==> src/source/sigdecode_z_pkg.sv <==
// Shared widths, lane counts and memory request types, imported by every z decoder block
`default_nettype none

package sigdecode_z_pkg;

    // ======================================================================
    // Arithmetic constants
    // ======================================================================

    // ML-DSA prime modulus q = 2^23 - 2^13 + 1
    localparam int unsigned mldsa_q = 8380417;

    // Widths of the values that move through the decoder
    localparam int unsigned coeff_width    = 24;
    localparam int unsigned enc_width      = 20;
    localparam int unsigned mem_addr_width = 15;
    localparam int unsigned batch_width    = 16;

    // Each memory port word holds four coefficients, and a batch spans both ports
    localparam int unsigned lanes_per_port = 4;
    localparam int unsigned num_lanes      = 8;

    // ======================================================================
    // Types
    // ======================================================================

    // One coefficient modulo q, as stored in the polynomial memory
    typedef logic [coeff_width-1:0]    coeff_t;

    // One encoded z value; wide enough for gamma1 = 2^19, upper bits zero for 2^17
    typedef logic [enc_width-1:0]      enc_t;

    typedef logic [mem_addr_width-1:0] mem_addr_t;

    // Batch number within one run
    typedef logic [batch_width-1:0]    batch_t;

    // Command field of a memory request
    typedef enum logic [1:0] {
        rw_idle  = 2'b00,
        rw_read  = 2'b01,
        rw_write = 2'b10
    } rw_cmd_t;

    // A request is only acted on when rd_wr_en is not rw_idle
    typedef struct packed {
        rw_cmd_t   rd_wr_en;
        mem_addr_t addr;
    } mem_req_t;

endpackage

`default_nettype wire

==> src/source/z_batch_if.sv <==
// Batch bus from the signature memory reader through the decode lanes to the polynomial writer
`timescale 1ns/100ps
`default_nettype none

interface z_batch_if;
    import sigdecode_z_pkg::*;

    // High for one cycle per returned batch
    logic   valid;

    // Return number of the batch, used by the writer to form the address
    batch_t batch;

    // Destination base address locked at start
    mem_addr_t dest;

    // Encoded values, lanes 0 to 3 from the first row and 4 to 7 from the second
    enc_t   enc [num_lanes];

    // Decoded coefficients, one lane per decode unit, one cycle behind enc
    coeff_t dec [num_lanes];

    // The reader fills the batch
    modport reader (
        output valid,
        output batch,
        output dest,
        output enc
    );

    // Each decode unit touches only its own lane of enc and dec
    modport unit (
        input  enc,
        output dec
    );

    // The writer drains the decoded lanes
    modport writer (
        input  valid,
        input  batch,
        input  dest,
        input  dec
    );

endinterface

`default_nettype wire

==> src/source/sigmem_reader.sv <==
// Start control and read sequencer; fetches encoded batches and numbers them as they return
`timescale 1ns/100ps
`default_nettype none

module sigmem_reader
    #(
        parameter int unsigned num_batches = 8
    )
    (
        input  logic                           clk,
        input  logic                           reset_n,
        input  logic                           zeroize,
        input  logic                           enable,
        input  sigdecode_z_pkg::mem_addr_t     dest_base_addr,
        output sigdecode_z_pkg::mem_req_t      sigmem_rd_req,
        input  sigdecode_z_pkg::enc_t [1:0][sigdecode_z_pkg::lanes_per_port-1:0] sigmem_rd_data,
        input  logic                           sigmem_rd_data_valid,
        z_batch_if.reader                      batch_out
    );
    import sigdecode_z_pkg::*;

    localparam batch_t last_batch = batch_t'(num_batches - 1);

    typedef enum logic {
        st_idle,
        st_read
    } rd_state_t;

    rd_state_t state;
    rd_state_t next_state;

    // Address of the next read while in st_read
    batch_t    rd_cnt;

    // Number given to the next batch that comes back from memory
    batch_t    ret_cnt;

    mem_addr_t dest_lock;

    // Enable only counts while nothing is being read
    logic      start;

    assign start = (state == st_idle) && enable;

    // ======================================================================
    // Read sequencing
    // ======================================================================

    always_ff @(posedge clk or negedge reset_n) begin
        if (!reset_n) begin
            state <= st_idle;
        end
        else if (zeroize) begin
            state <= st_idle;
        end
        else begin
            state <= next_state;
        end
    end

    // Address 0 is issued straight from idle, so st_read covers addresses 1 and up
    always_comb begin
        next_state = state;
        unique case (state)
            st_idle: begin
                if (start && (last_batch != '0)) begin
                    next_state = st_read;
                end
            end
            st_read: begin
                if (rd_cnt == last_batch) begin
                    next_state = st_idle;
                end
            end
            default: begin
                next_state = st_idle;
            end
        endcase
    end

    // Registered read request, one address per cycle, and the destination lock
    always_ff @(posedge clk or negedge reset_n) begin
        if (!reset_n) begin
            sigmem_rd_req <= '{rd_wr_en: rw_idle, addr: '0};
            rd_cnt        <= '0;
            dest_lock     <= '0;
        end
        else if (zeroize) begin
            sigmem_rd_req <= '{rd_wr_en: rw_idle, addr: '0};
            rd_cnt        <= '0;
            dest_lock     <= '0;
        end
        else if (start) begin
            sigmem_rd_req <= '{rd_wr_en: rw_read, addr: '0};
            rd_cnt        <= batch_t'(1);
            dest_lock     <= dest_base_addr;
        end
        else if (state == st_read) begin
            sigmem_rd_req <= '{rd_wr_en: rw_read, addr: mem_addr_t'(rd_cnt)};
            rd_cnt        <= rd_cnt + 1'b1;
        end
        else begin
            sigmem_rd_req <= '{rd_wr_en: rw_idle, addr: '0};
        end
    end

    // ======================================================================
    // Return capture
    // ======================================================================

    // Data comes back in request order, so a wrapping count names each batch
    // no matter how long the memory took
    always_ff @(posedge clk or negedge reset_n) begin
        if (!reset_n) begin
            batch_out.valid <= 1'b0;
            batch_out.batch <= '0;
            batch_out.dest  <= '0;
            ret_cnt         <= '0;
        end
        else if (zeroize) begin
            batch_out.valid <= 1'b0;
            batch_out.batch <= '0;
            batch_out.dest  <= '0;
            ret_cnt         <= '0;
        end
        else begin
            batch_out.valid <= sigmem_rd_data_valid;
            if (sigmem_rd_data_valid) begin
                batch_out.batch <= ret_cnt;
                batch_out.dest  <= dest_lock;
                ret_cnt         <= (ret_cnt == last_batch) ? '0 : ret_cnt + 1'b1;
            end
        end
    end

    // Encoded payload; zeroize still wipes it since it is signature material
    always_ff @(posedge clk) begin
        if (zeroize) begin
            batch_out.enc <= '{default: '0};
        end
        else if (sigmem_rd_data_valid) begin
            for (int r = 0; r < 2; r++) begin
                for (int l = 0; l < lanes_per_port; l++) begin
                    batch_out.enc[r*lanes_per_port + l] <= sigmem_rd_data[r][l];
                end
            end
        end
    end

endmodule

`default_nettype wire

==> src/source/sigdecode_z_unit.sv <==
// One decode lane; maps an encoded z value to gamma1 minus the value, reduced modulo q
`timescale 1ns/100ps
`default_nettype none

module sigdecode_z_unit
    #(
        parameter int unsigned lane       = 0,
        parameter int unsigned gamma1_log = 19
    )
    (
        input  logic      clk,
        input  logic      reset_n,
        input  logic      zeroize,
        z_batch_if.unit   lane_if
    );
    import sigdecode_z_pkg::*;

    localparam coeff_t gamma1        = coeff_t'(1 << gamma1_log);
    localparam coeff_t q_plus_gamma1 = coeff_t'(mldsa_q + (1 << gamma1_log));

    coeff_t enc_ext;
    coeff_t dec_next;

    assign enc_ext = coeff_t'(lane_if.enc[lane]);

    // Values up to gamma1 give a result in [0, gamma1]; larger ones are negative
    // and wrap around by adding q
    always_comb begin
        if (enc_ext <= gamma1) begin
            dec_next = gamma1 - enc_ext;
        end
        else begin
            dec_next = q_plus_gamma1 - enc_ext;
        end
    end

    always_ff @(posedge clk or negedge reset_n) begin
        if (!reset_n) begin
            lane_if.dec[lane] <= '0;
        end
        else if (zeroize) begin
            lane_if.dec[lane] <= '0;
        end
        else begin
            lane_if.dec[lane] <= dec_next;
        end
    end

endmodule

`default_nettype wire

==> src/source/polymem_writer.sv <==
// Writes each decoded batch to the polynomial memory on two ports and flags the end of a run
`timescale 1ns/100ps
`default_nettype none

module polymem_writer
    #(
        parameter int unsigned num_batches = 8
    )
    (
        input  logic                      clk,
        input  logic                      reset_n,
        input  logic                      zeroize,
        z_batch_if.writer                 batch_in,
        output sigdecode_z_pkg::mem_req_t mem_a_wr_req,
        output sigdecode_z_pkg::mem_req_t mem_b_wr_req,
        output sigdecode_z_pkg::coeff_t [sigdecode_z_pkg::lanes_per_port-1:0] mem_a_wr_data,
        output sigdecode_z_pkg::coeff_t [sigdecode_z_pkg::lanes_per_port-1:0] mem_b_wr_data,
        output logic                      done
    );
    import sigdecode_z_pkg::*;

    localparam batch_t last_batch = batch_t'(num_batches - 1);

    // Batch control delayed by one cycle, level with the decode unit outputs
    logic      valid_d;
    batch_t    batch_d;
    mem_addr_t dest_d;

    // Port a address; port b takes the next one
    mem_addr_t wr_addr;

    // The final batch was written in the previous cycle
    logic      last_wr;

    // Two memory words per batch
    assign wr_addr = dest_d + mem_addr_t'({batch_d, 1'b0});

    always_ff @(posedge clk or negedge reset_n) begin
        if (!reset_n) begin
            valid_d <= 1'b0;
            batch_d <= '0;
            dest_d  <= '0;
        end
        else if (zeroize) begin
            valid_d <= 1'b0;
            batch_d <= '0;
            dest_d  <= '0;
        end
        else begin
            valid_d <= batch_in.valid;
            batch_d <= batch_in.batch;
            dest_d  <= batch_in.dest;
        end
    end

    // ======================================================================
    // Write requests and completion
    // ======================================================================

    always_ff @(posedge clk or negedge reset_n) begin
        if (!reset_n) begin
            mem_a_wr_req <= '{rd_wr_en: rw_idle, addr: '0};
            mem_b_wr_req <= '{rd_wr_en: rw_idle, addr: '0};
            last_wr      <= 1'b0;
            done         <= 1'b0;
        end
        else if (zeroize) begin
            mem_a_wr_req <= '{rd_wr_en: rw_idle, addr: '0};
            mem_b_wr_req <= '{rd_wr_en: rw_idle, addr: '0};
            last_wr      <= 1'b0;
            done         <= 1'b0;
        end
        else begin
            if (valid_d) begin
                mem_a_wr_req <= '{rd_wr_en: rw_write, addr: wr_addr};
                mem_b_wr_req <= '{rd_wr_en: rw_write, addr: wr_addr + mem_addr_t'(1)};
            end
            else begin
                mem_a_wr_req <= '{rd_wr_en: rw_idle, addr: '0};
                mem_b_wr_req <= '{rd_wr_en: rw_idle, addr: '0};
            end
            // Done trails the last write by one cycle
            last_wr <= valid_d && (batch_d == last_batch);
            done    <= last_wr;
        end
    end

    // Write data rides with the request; lanes 0 to 3 on port a, 4 to 7 on port b
    always_ff @(posedge clk) begin
        if (zeroize) begin
            mem_a_wr_data <= '0;
            mem_b_wr_data <= '0;
        end
        else if (valid_d) begin
            for (int l = 0; l < lanes_per_port; l++) begin
                mem_a_wr_data[l] <= batch_in.dec[l];
                mem_b_wr_data[l] <= batch_in.dec[lanes_per_port + l];
            end
        end
    end

endmodule

`default_nettype wire

==> src/source/sigdecode_z_top.sv <==
// Top level of the z vector signature decoder; connect to the signature and polynomial memories
`timescale 1ns/100ps
`default_nettype none

module sigdecode_z_top
    #(
        parameter int unsigned num_batches = 8,
        // Exponent of gamma1, 17 or 19
        parameter int unsigned gamma1_log  = 19
    )
    (
        input  logic                      clk,
        input  logic                      reset_n,
        input  logic                      zeroize,

        // Control
        input  logic                      sigdecode_z_enable,
        output logic                      sigdecode_z_done,
        input  sigdecode_z_pkg::mem_addr_t dest_base_addr,

        // Signature memory read side
        output sigdecode_z_pkg::mem_req_t sigmem_rd_req,
        input  sigdecode_z_pkg::enc_t [1:0][sigdecode_z_pkg::lanes_per_port-1:0] sigmem_rd_data,
        input  logic                      sigmem_rd_data_valid,

        // Polynomial memory write ports
        output sigdecode_z_pkg::mem_req_t mem_a_wr_req,
        output sigdecode_z_pkg::coeff_t [sigdecode_z_pkg::lanes_per_port-1:0] mem_a_wr_data,
        output sigdecode_z_pkg::mem_req_t mem_b_wr_req,
        output sigdecode_z_pkg::coeff_t [sigdecode_z_pkg::lanes_per_port-1:0] mem_b_wr_data
    );
    import sigdecode_z_pkg::*;

    z_batch_if batch_bus ();

    sigmem_reader #(
        .num_batches          (num_batches)
    ) u_reader (
        .clk                  (clk),
        .reset_n              (reset_n),
        .zeroize              (zeroize),
        .enable               (sigdecode_z_enable),
        .dest_base_addr       (dest_base_addr),
        .sigmem_rd_req        (sigmem_rd_req),
        .sigmem_rd_data       (sigmem_rd_data),
        .sigmem_rd_data_valid (sigmem_rd_data_valid),
        .batch_out            (batch_bus.reader)
    );

    // One decode unit per lane of the batch
    generate
        for (genvar i = 0; i < num_lanes; i++) begin : dec_unit
            sigdecode_z_unit #(
                .lane       (i),
                .gamma1_log (gamma1_log)
            ) u_unit (
                .clk        (clk),
                .reset_n    (reset_n),
                .zeroize    (zeroize),
                .lane_if    (batch_bus.unit)
            );
        end : dec_unit
    endgenerate

    polymem_writer #(
        .num_batches   (num_batches)
    ) u_writer (
        .clk           (clk),
        .reset_n       (reset_n),
        .zeroize       (zeroize),
        .batch_in      (batch_bus.writer),
        .mem_a_wr_req  (mem_a_wr_req),
        .mem_b_wr_req  (mem_b_wr_req),
        .mem_a_wr_data (mem_a_wr_data),
        .mem_b_wr_data (mem_b_wr_data),
        .done          (sigdecode_z_done)
    );

endmodule

`default_nettype wire

==> config.mk <==
export PLATFORM = sky130hd
export DESIGN_NAME = sigdecode_z_top
export DESIGN_NICKNAME = d
export VERILOG_FILES = /design/src/source/sigdecode_z_pkg.sv /design/src/source/z_batch_if.sv /design/src/source/sigmem_reader.sv /design/src/source/sigdecode_z_unit.sv /design/src/source/polymem_writer.sv /design/src/source/sigdecode_z_top.sv
export SDC_FILE = /design/constraint.sdc
export NUM_CORES = 1
export LEC_CHECK = 0
export ABC_AREA = 1
export ABC_CLOCK_PERIOD_IN_PS = 2300
export BUFFER_PORTS_ARGS = -buffer_cell sky130_fd_sc_hd__clkbuf_2
export CAP_MARGIN = 15
export CORE_MARGIN = 5
export CORE_UTILIZATION = 50
export DETAILED_ROUTE_END_ITERATION = 7
export GPL_ROUTABILITY_DRIVEN = 0
export PLACE_DENSITY = 0.8
export SLEW_MARGIN = 30
export SYNTH_ARGS = -nofsm -noshare
export SYNTH_HDL_FRONTEND = slang
export SYNTH_SLANG_ARGS = --single-unit
==> constraint.sdc <==
create_clock -name clk -period 2.3 [get_ports clk]
set_input_delay 0.23 -clock clk [delete_from_list [all_inputs] [get_ports clk]]
set_output_delay 0.23 -clock clk [all_outputs]
set_load 0.02 [all_outputs]
# After elaboration in Yosys (flattened, before gate mapping)
# Index checks and enable logic that the tools add are counted.
# op_classes
bitwise_logic	1
n_eq_ne	3
order_cmp	8
n_reduce_logical	5
n_addsub	20
muxes	45
# ops
op	count
2-to-1 mux 24 bit	16
subtractor 24 x 20 -> 24 bit (first input constant)	8
subtractor 20 x 20 -> 21 bit (first input constant)	8
less-or-equal comparator 20 bit (second input constant)	8
2-to-1 mux 16 bit	10
2-to-1 mux 17 bit	6
2-to-1 mux 15 bit	5
equality test 16 x 3 -> 1 bit (second input constant)	3
adder 16 x 1 -> 16 bit (second input constant)	2
adder 15 x 1 -> 15 bit (second input constant)	1
adder 15 bit	1
2-to-1 mux 1 bit	7
nonzero test 2 bit	2
nonzero test 3 bit	1
logical AND 1 bit	2
one-hot mux 1 bit (2 select lines)	1
NOT 1 bit	1
# word_totals
wordCells	124
register_bits	709
output_inout_bits	244
inputBits	180

# Logic depth before layout (Yosys ltp)
# depth
ltp_word	5
mapped_depth	16
depth_no_buf	15

# Worst setup path after synthesis
# No wires, ideal clock.
# synth_timing
path_type	register to register
startpoint	register u_writer.batch_d[0]
endpoint	register, netlist name u_writer.mem_b_wr_req[13]
arrival_time_ns	2.010
setup_time_ns	0.113
slack_ns	0.177
synth_period_minus_slack_ns	2.123
t_required_ns	2.187
n_path_buf	0
path_stages_with_launch	12
path_cell_list	dfrtp_1 > ha_1 > fa_1 > nand3_1 > nor2_1 > nand3_1 > nor2_2 > nand2_1 > nor2_2 > nand4_1 > nand2_1 > inv_1
# synth_via
elab_chain_len	4
# synth_lines
item	line_no	source
from (decl)	polymem_writer.sv:26	batch_t batch_d;
from (signal assigned)	polymem_writer.sv:51	batch_d <= batch_in.batch;
adder 15 bit	polymem_writer.sv:36	assign wr_addr = dest_d + mem_addr_t'({batch_d, 1'b0});
adder 15 x 1 -> 15 bit	polymem_writer.sv:76	mem_b_wr_req <= '{rd_wr_en: rw_write, addr: wr_addr + mem_addr_t'(1)};
2-to-1 mux 17 bit	polymem_writer.sv:74	if (valid_d) begin
2-to-1 mux 17 bit	polymem_writer.sv:67	else if (zeroize) begin
# Every way passes these cells.
# A chain may end at the register's enable or synchronous reset.

# Worst setup path after layout
# layout_timing
startpoint	register u_writer.batch_d[0]
endpoint	register, netlist name u_writer.mem_b_wr_req[10]
# layout_via
elab_chain_len	4
# layout_lines
item	line_no
adder 15 bit	polymem_writer.sv:36
adder 15 x 1 -> 15 bit	polymem_writer.sv:76
2-to-1 mux 17 bit	polymem_writer.sv:74
2-to-1 mux 17 bit	polymem_writer.sv:67
# Every way passes these cells.

==> flow_summary.ini <==
[synthesis]
synth_top_cell_by_area = dfrtp_1
ys_seq_elements = 705
synth_top_area_share_pct = 27.7
ys_top_cells_by_count = nor2_1, nand2_1, o21ai_0
synth-main-ff-cell = dfrtp_1
synth_most_common_cell = nor2_1
synth_cell_types = 54
synth.yosys.warnings = 0
syn_inst = 4088
synth_edf_count = 0
syn_avg_cell_area_sq_um = 7.79
synth_area_leaders = dfrtp_1, dfxtp_1, nor2_1
synth-seq-area-share_pct = 49.8
netlist_area_sq_um = 31900
async_reset_ff_share_pct = 50.1

[global_routing]
grt_usage_pct = 27.1
grt_pass1_vias = 29708
antenna_found_initial = 7
grt_max_degree = 197
grt.overflow.total = 0
grt_pass1_wl_um = 156000

[sta]
fin_crit_sh_pct = 96.2
clock_skew_ns = 0.0233
drv_slew = 0
hold_viol_final = 0
maxSlewHeadroom_pct = 43.2
worst_pin_slew_ns = 0.853
rsz0062_at_grt = true
max_freq_mhz = 452
setup_viol = 0
period_minus_slack_ns = 2.21
fin_ws_ns = 0.0869

[place]
hpwl_um = 63500
place_ws_ns = 0.0553
dp_cells = 5276
io_buffers = 420

[worst_hold_path]
min_path_type = in -> reg

[layout]
final_cells = 5601
multi_input_area_sq_um = 13800
nets = 4902
drive_gt1_share_pct = 16.1
regArea_sq_um = 15900
synthToLayoutAreaGrowth_pct = 24.9
fill_cells = 5027

[cts]
clockBufferDepth = 3
cts_root_buf = clkbuf_16
cts_tree = yes
clkTransAtPathRegs_ns = 0.06
cts_num_sinks = 705
htree_levels = 3
clk-insertion-delay-late_ns = 0.61
numCtsBuffers = 76

[setup_path]
crit_chain = ha_2 > fa_2 > xnor2_1 > nor2_2 > nand3_2 > nor2_4 > nand3_4 > buf_4 > nor2_1 > nor2_1
slowest_delay_ns = 0.43
arrival_ns = 2.71
cp_max_fo = 4
critPathMostFrequentCell = nor2_1
setup.worst_path.end_class = flop
cpMaxStageDelayCell = fa_2
critPathLaunchType = flop
required_ns = 2.80
path_class = reg -> reg

[route]
avgViaCountPerCell = 5.43
wl_per_cell_um = 17.3
num_vias = 30398
drt_pass1_iterations = 6
wirelength_um = 97000
drt_iter0_markers = 2762
ant_nets = 0
drc = 0

[floorplan]
core_sq_um = 63100
num_rows = 92
dieWidth_um = 262
die_h_um = 262
start_util_pct = 50.5
io_pins = 424
dieArea_sq_um = 68900

[power_and_ir_drop]
p_leak_nw = 19.5
ir_drop_mv = 0.624
pwr_density_cell_nw_per_um2 = 781

[outcome]
status = complete, no violations

[job]
cap_violations = 0
critical path: cells and delay by family, from the launching register on:
| kind | cells | cell delay, ns |
|---|---|---|
| AND/OR/NAND/NOR | 6 | 0.73 |
| adder cells (fa/ha/maj) | 2 | 0.63 |
| flip-flops | 1 | 0.38 |
| XOR/XNOR | 1 | 0.21 |
| buffers and inverters | 1 | 0.15 |
layout make-up:
| cell class | count | area share, % |
|---|---|---|
| Tap cell | 846 | 2.66 |
| Multi-Input combinational cell | 2835 | 34.8 |
| Clock inverter | 36 | 1.42 |
| Timing Repair Buffer | 696 | 12.2 |
| Inverter | 375 | 3.59 |
| Clock buffer | 104 | 5.37 |
| Sequential cell | 705 | 39.9 |
| Antenna cell | 4 | 0.0252 |
registers in the layout (all words and copies together), names as in the netlist:
register / cells
u_writer.last_wr: 1
u_writer.mem_b_wr_req: 16
u_reader.batch_out.batch: 16
u_reader.sigmem_rd_req: 16
u_writer.valid_d: 1
u_reader.batch_out.enc: 160
dec_unit.u_unit.lane_if.dec: 192
u_writer.dest_d: 15
u_reader.batch_out.valid: 1
u_writer.batch_d: 16
u_writer.done: 1
u_reader.ret_cnt: 16
u_reader.state: 1
u_writer.mem_a_wr_data: 96
u_writer.mem_a_wr_req: 15
u_reader.rd_cnt: 16
u_reader.batch_out.dest: 15
u_reader.dest_lock: 15
u_writer.mem_b_wr_data: 96
metrics by stage:
step | hold WS (ns) | power [mW] | setup TNS [ns] | area [sq um] | utilization, %
2_1_floorplan | -0.0656 | 16.3 | 0 | 31900 | -
3_5_place_dp | 0.229 | 17.7 | 0 | 35200 | 55.7
5_1_grt | 0.0734 | 32.3 | -0.211 | 39800 | 63.1
6_report | 0.0722 | 31.1 | 0 | 39800 | 63.1
4_1_cts | 0.0229 | 31.1 | 0 | 39600 | 62.8
3_3_place_gp | 0.219 | 17.7 | 0 | 35200 | 55.7
placed cells by master (no fill, tap or decap), drive strengths merged, types with 3 or more instances in the layout:
cell type,Yosys,routed
buf,50,101
nor4,33,33
bufinv,0,11
clkbuf,125,522
clkinv,2,16
xor2,204,204
nor3b,3,3
nand2,788,788
a21oi,59,59
nor3,70,70
dfxtp,352,352
o21ai,461,461
dfrtp,353,353
inv,373,380
dlygate4sd3,0,177
ha,32,32
nand4,49,49
xnor2,7,7
a31oi,6,6
clkinvlp,0,4
o31ai,5,5
nor2,892,892
nand3,161,161
o22ai,35,35
diode,0,4
o211ai,5,5
a22o,5,5
and3,3,3
a211oi,4,4
conb,1,3
metal layers:
| metal | vias up | global-route usage (%) | part of all wire, % |
|---|---|---|---|
| li1 | 14191 | - | - |
| met3 | 402 | 5.15 | 7.9 |
| met4 | 8 | 13.8 | 6.0 |
| met2 | 1595 | 44.0 | 46 |
| met1 | 14202 | 34.9 | 40 |
| met5 | - | 0 | 0.043 |
cells by family (layout without fill, tap and decap cells):
family | count (synthesis) | in the layout | share of synthesized area (%)
adder cells (fa/ha/maj) | 33 | 33 | 1.32
AO/OA/AOI/OAI | 585 | 585 | 9.68
flip-flops | 705 | 705 | 49.8
other | 1 | 7 | 0.0118
buffers and inverters | 550 | 1211 | 7.08
XOR/XNOR | 211 | 211 | 5.80
AND/OR/NAND/NOR | 2003 | 2003 | 26.3
final timing paths:
check / from / end / slack, ns / cells past startpoint
worst min register to register: u_writer.batch_d[3] / u_writer.last_wr / 0.45 / 1
worst min-delay path: sigdecode_z_enable / u_reader.state / 0.07 / 5
max in group asynchronous: reset_n / u_reader.ret_cnt[9] / 1.26 / 4
min in group asynchronous: reset_n / u_reader.sigmem_rd_req[3] / 0.17 / 2
worst max register to register: u_writer.batch_d[0] / u_writer.mem_b_wr_req[10] / 0.09 / 10
worst max-delay path: u_writer.batch_d[0] / u_writer.mem_b_wr_req[10] / 0.09 / 10
power breakdown:
part / internal, mW / switching (mW)
logic: 1.58 / 2.89
registers: 13.0 / 0.440
clock network: 7.86 / 5.27
timing repair:
action	CTS	global route
hold buffers	177	0
gates resized for setup	0	32
endpoints found under the hold margin	308	0
setup buffers	0	4
setup endpoints to repair	0	34
Note: power is estimated with default switching activity, not from simulation.
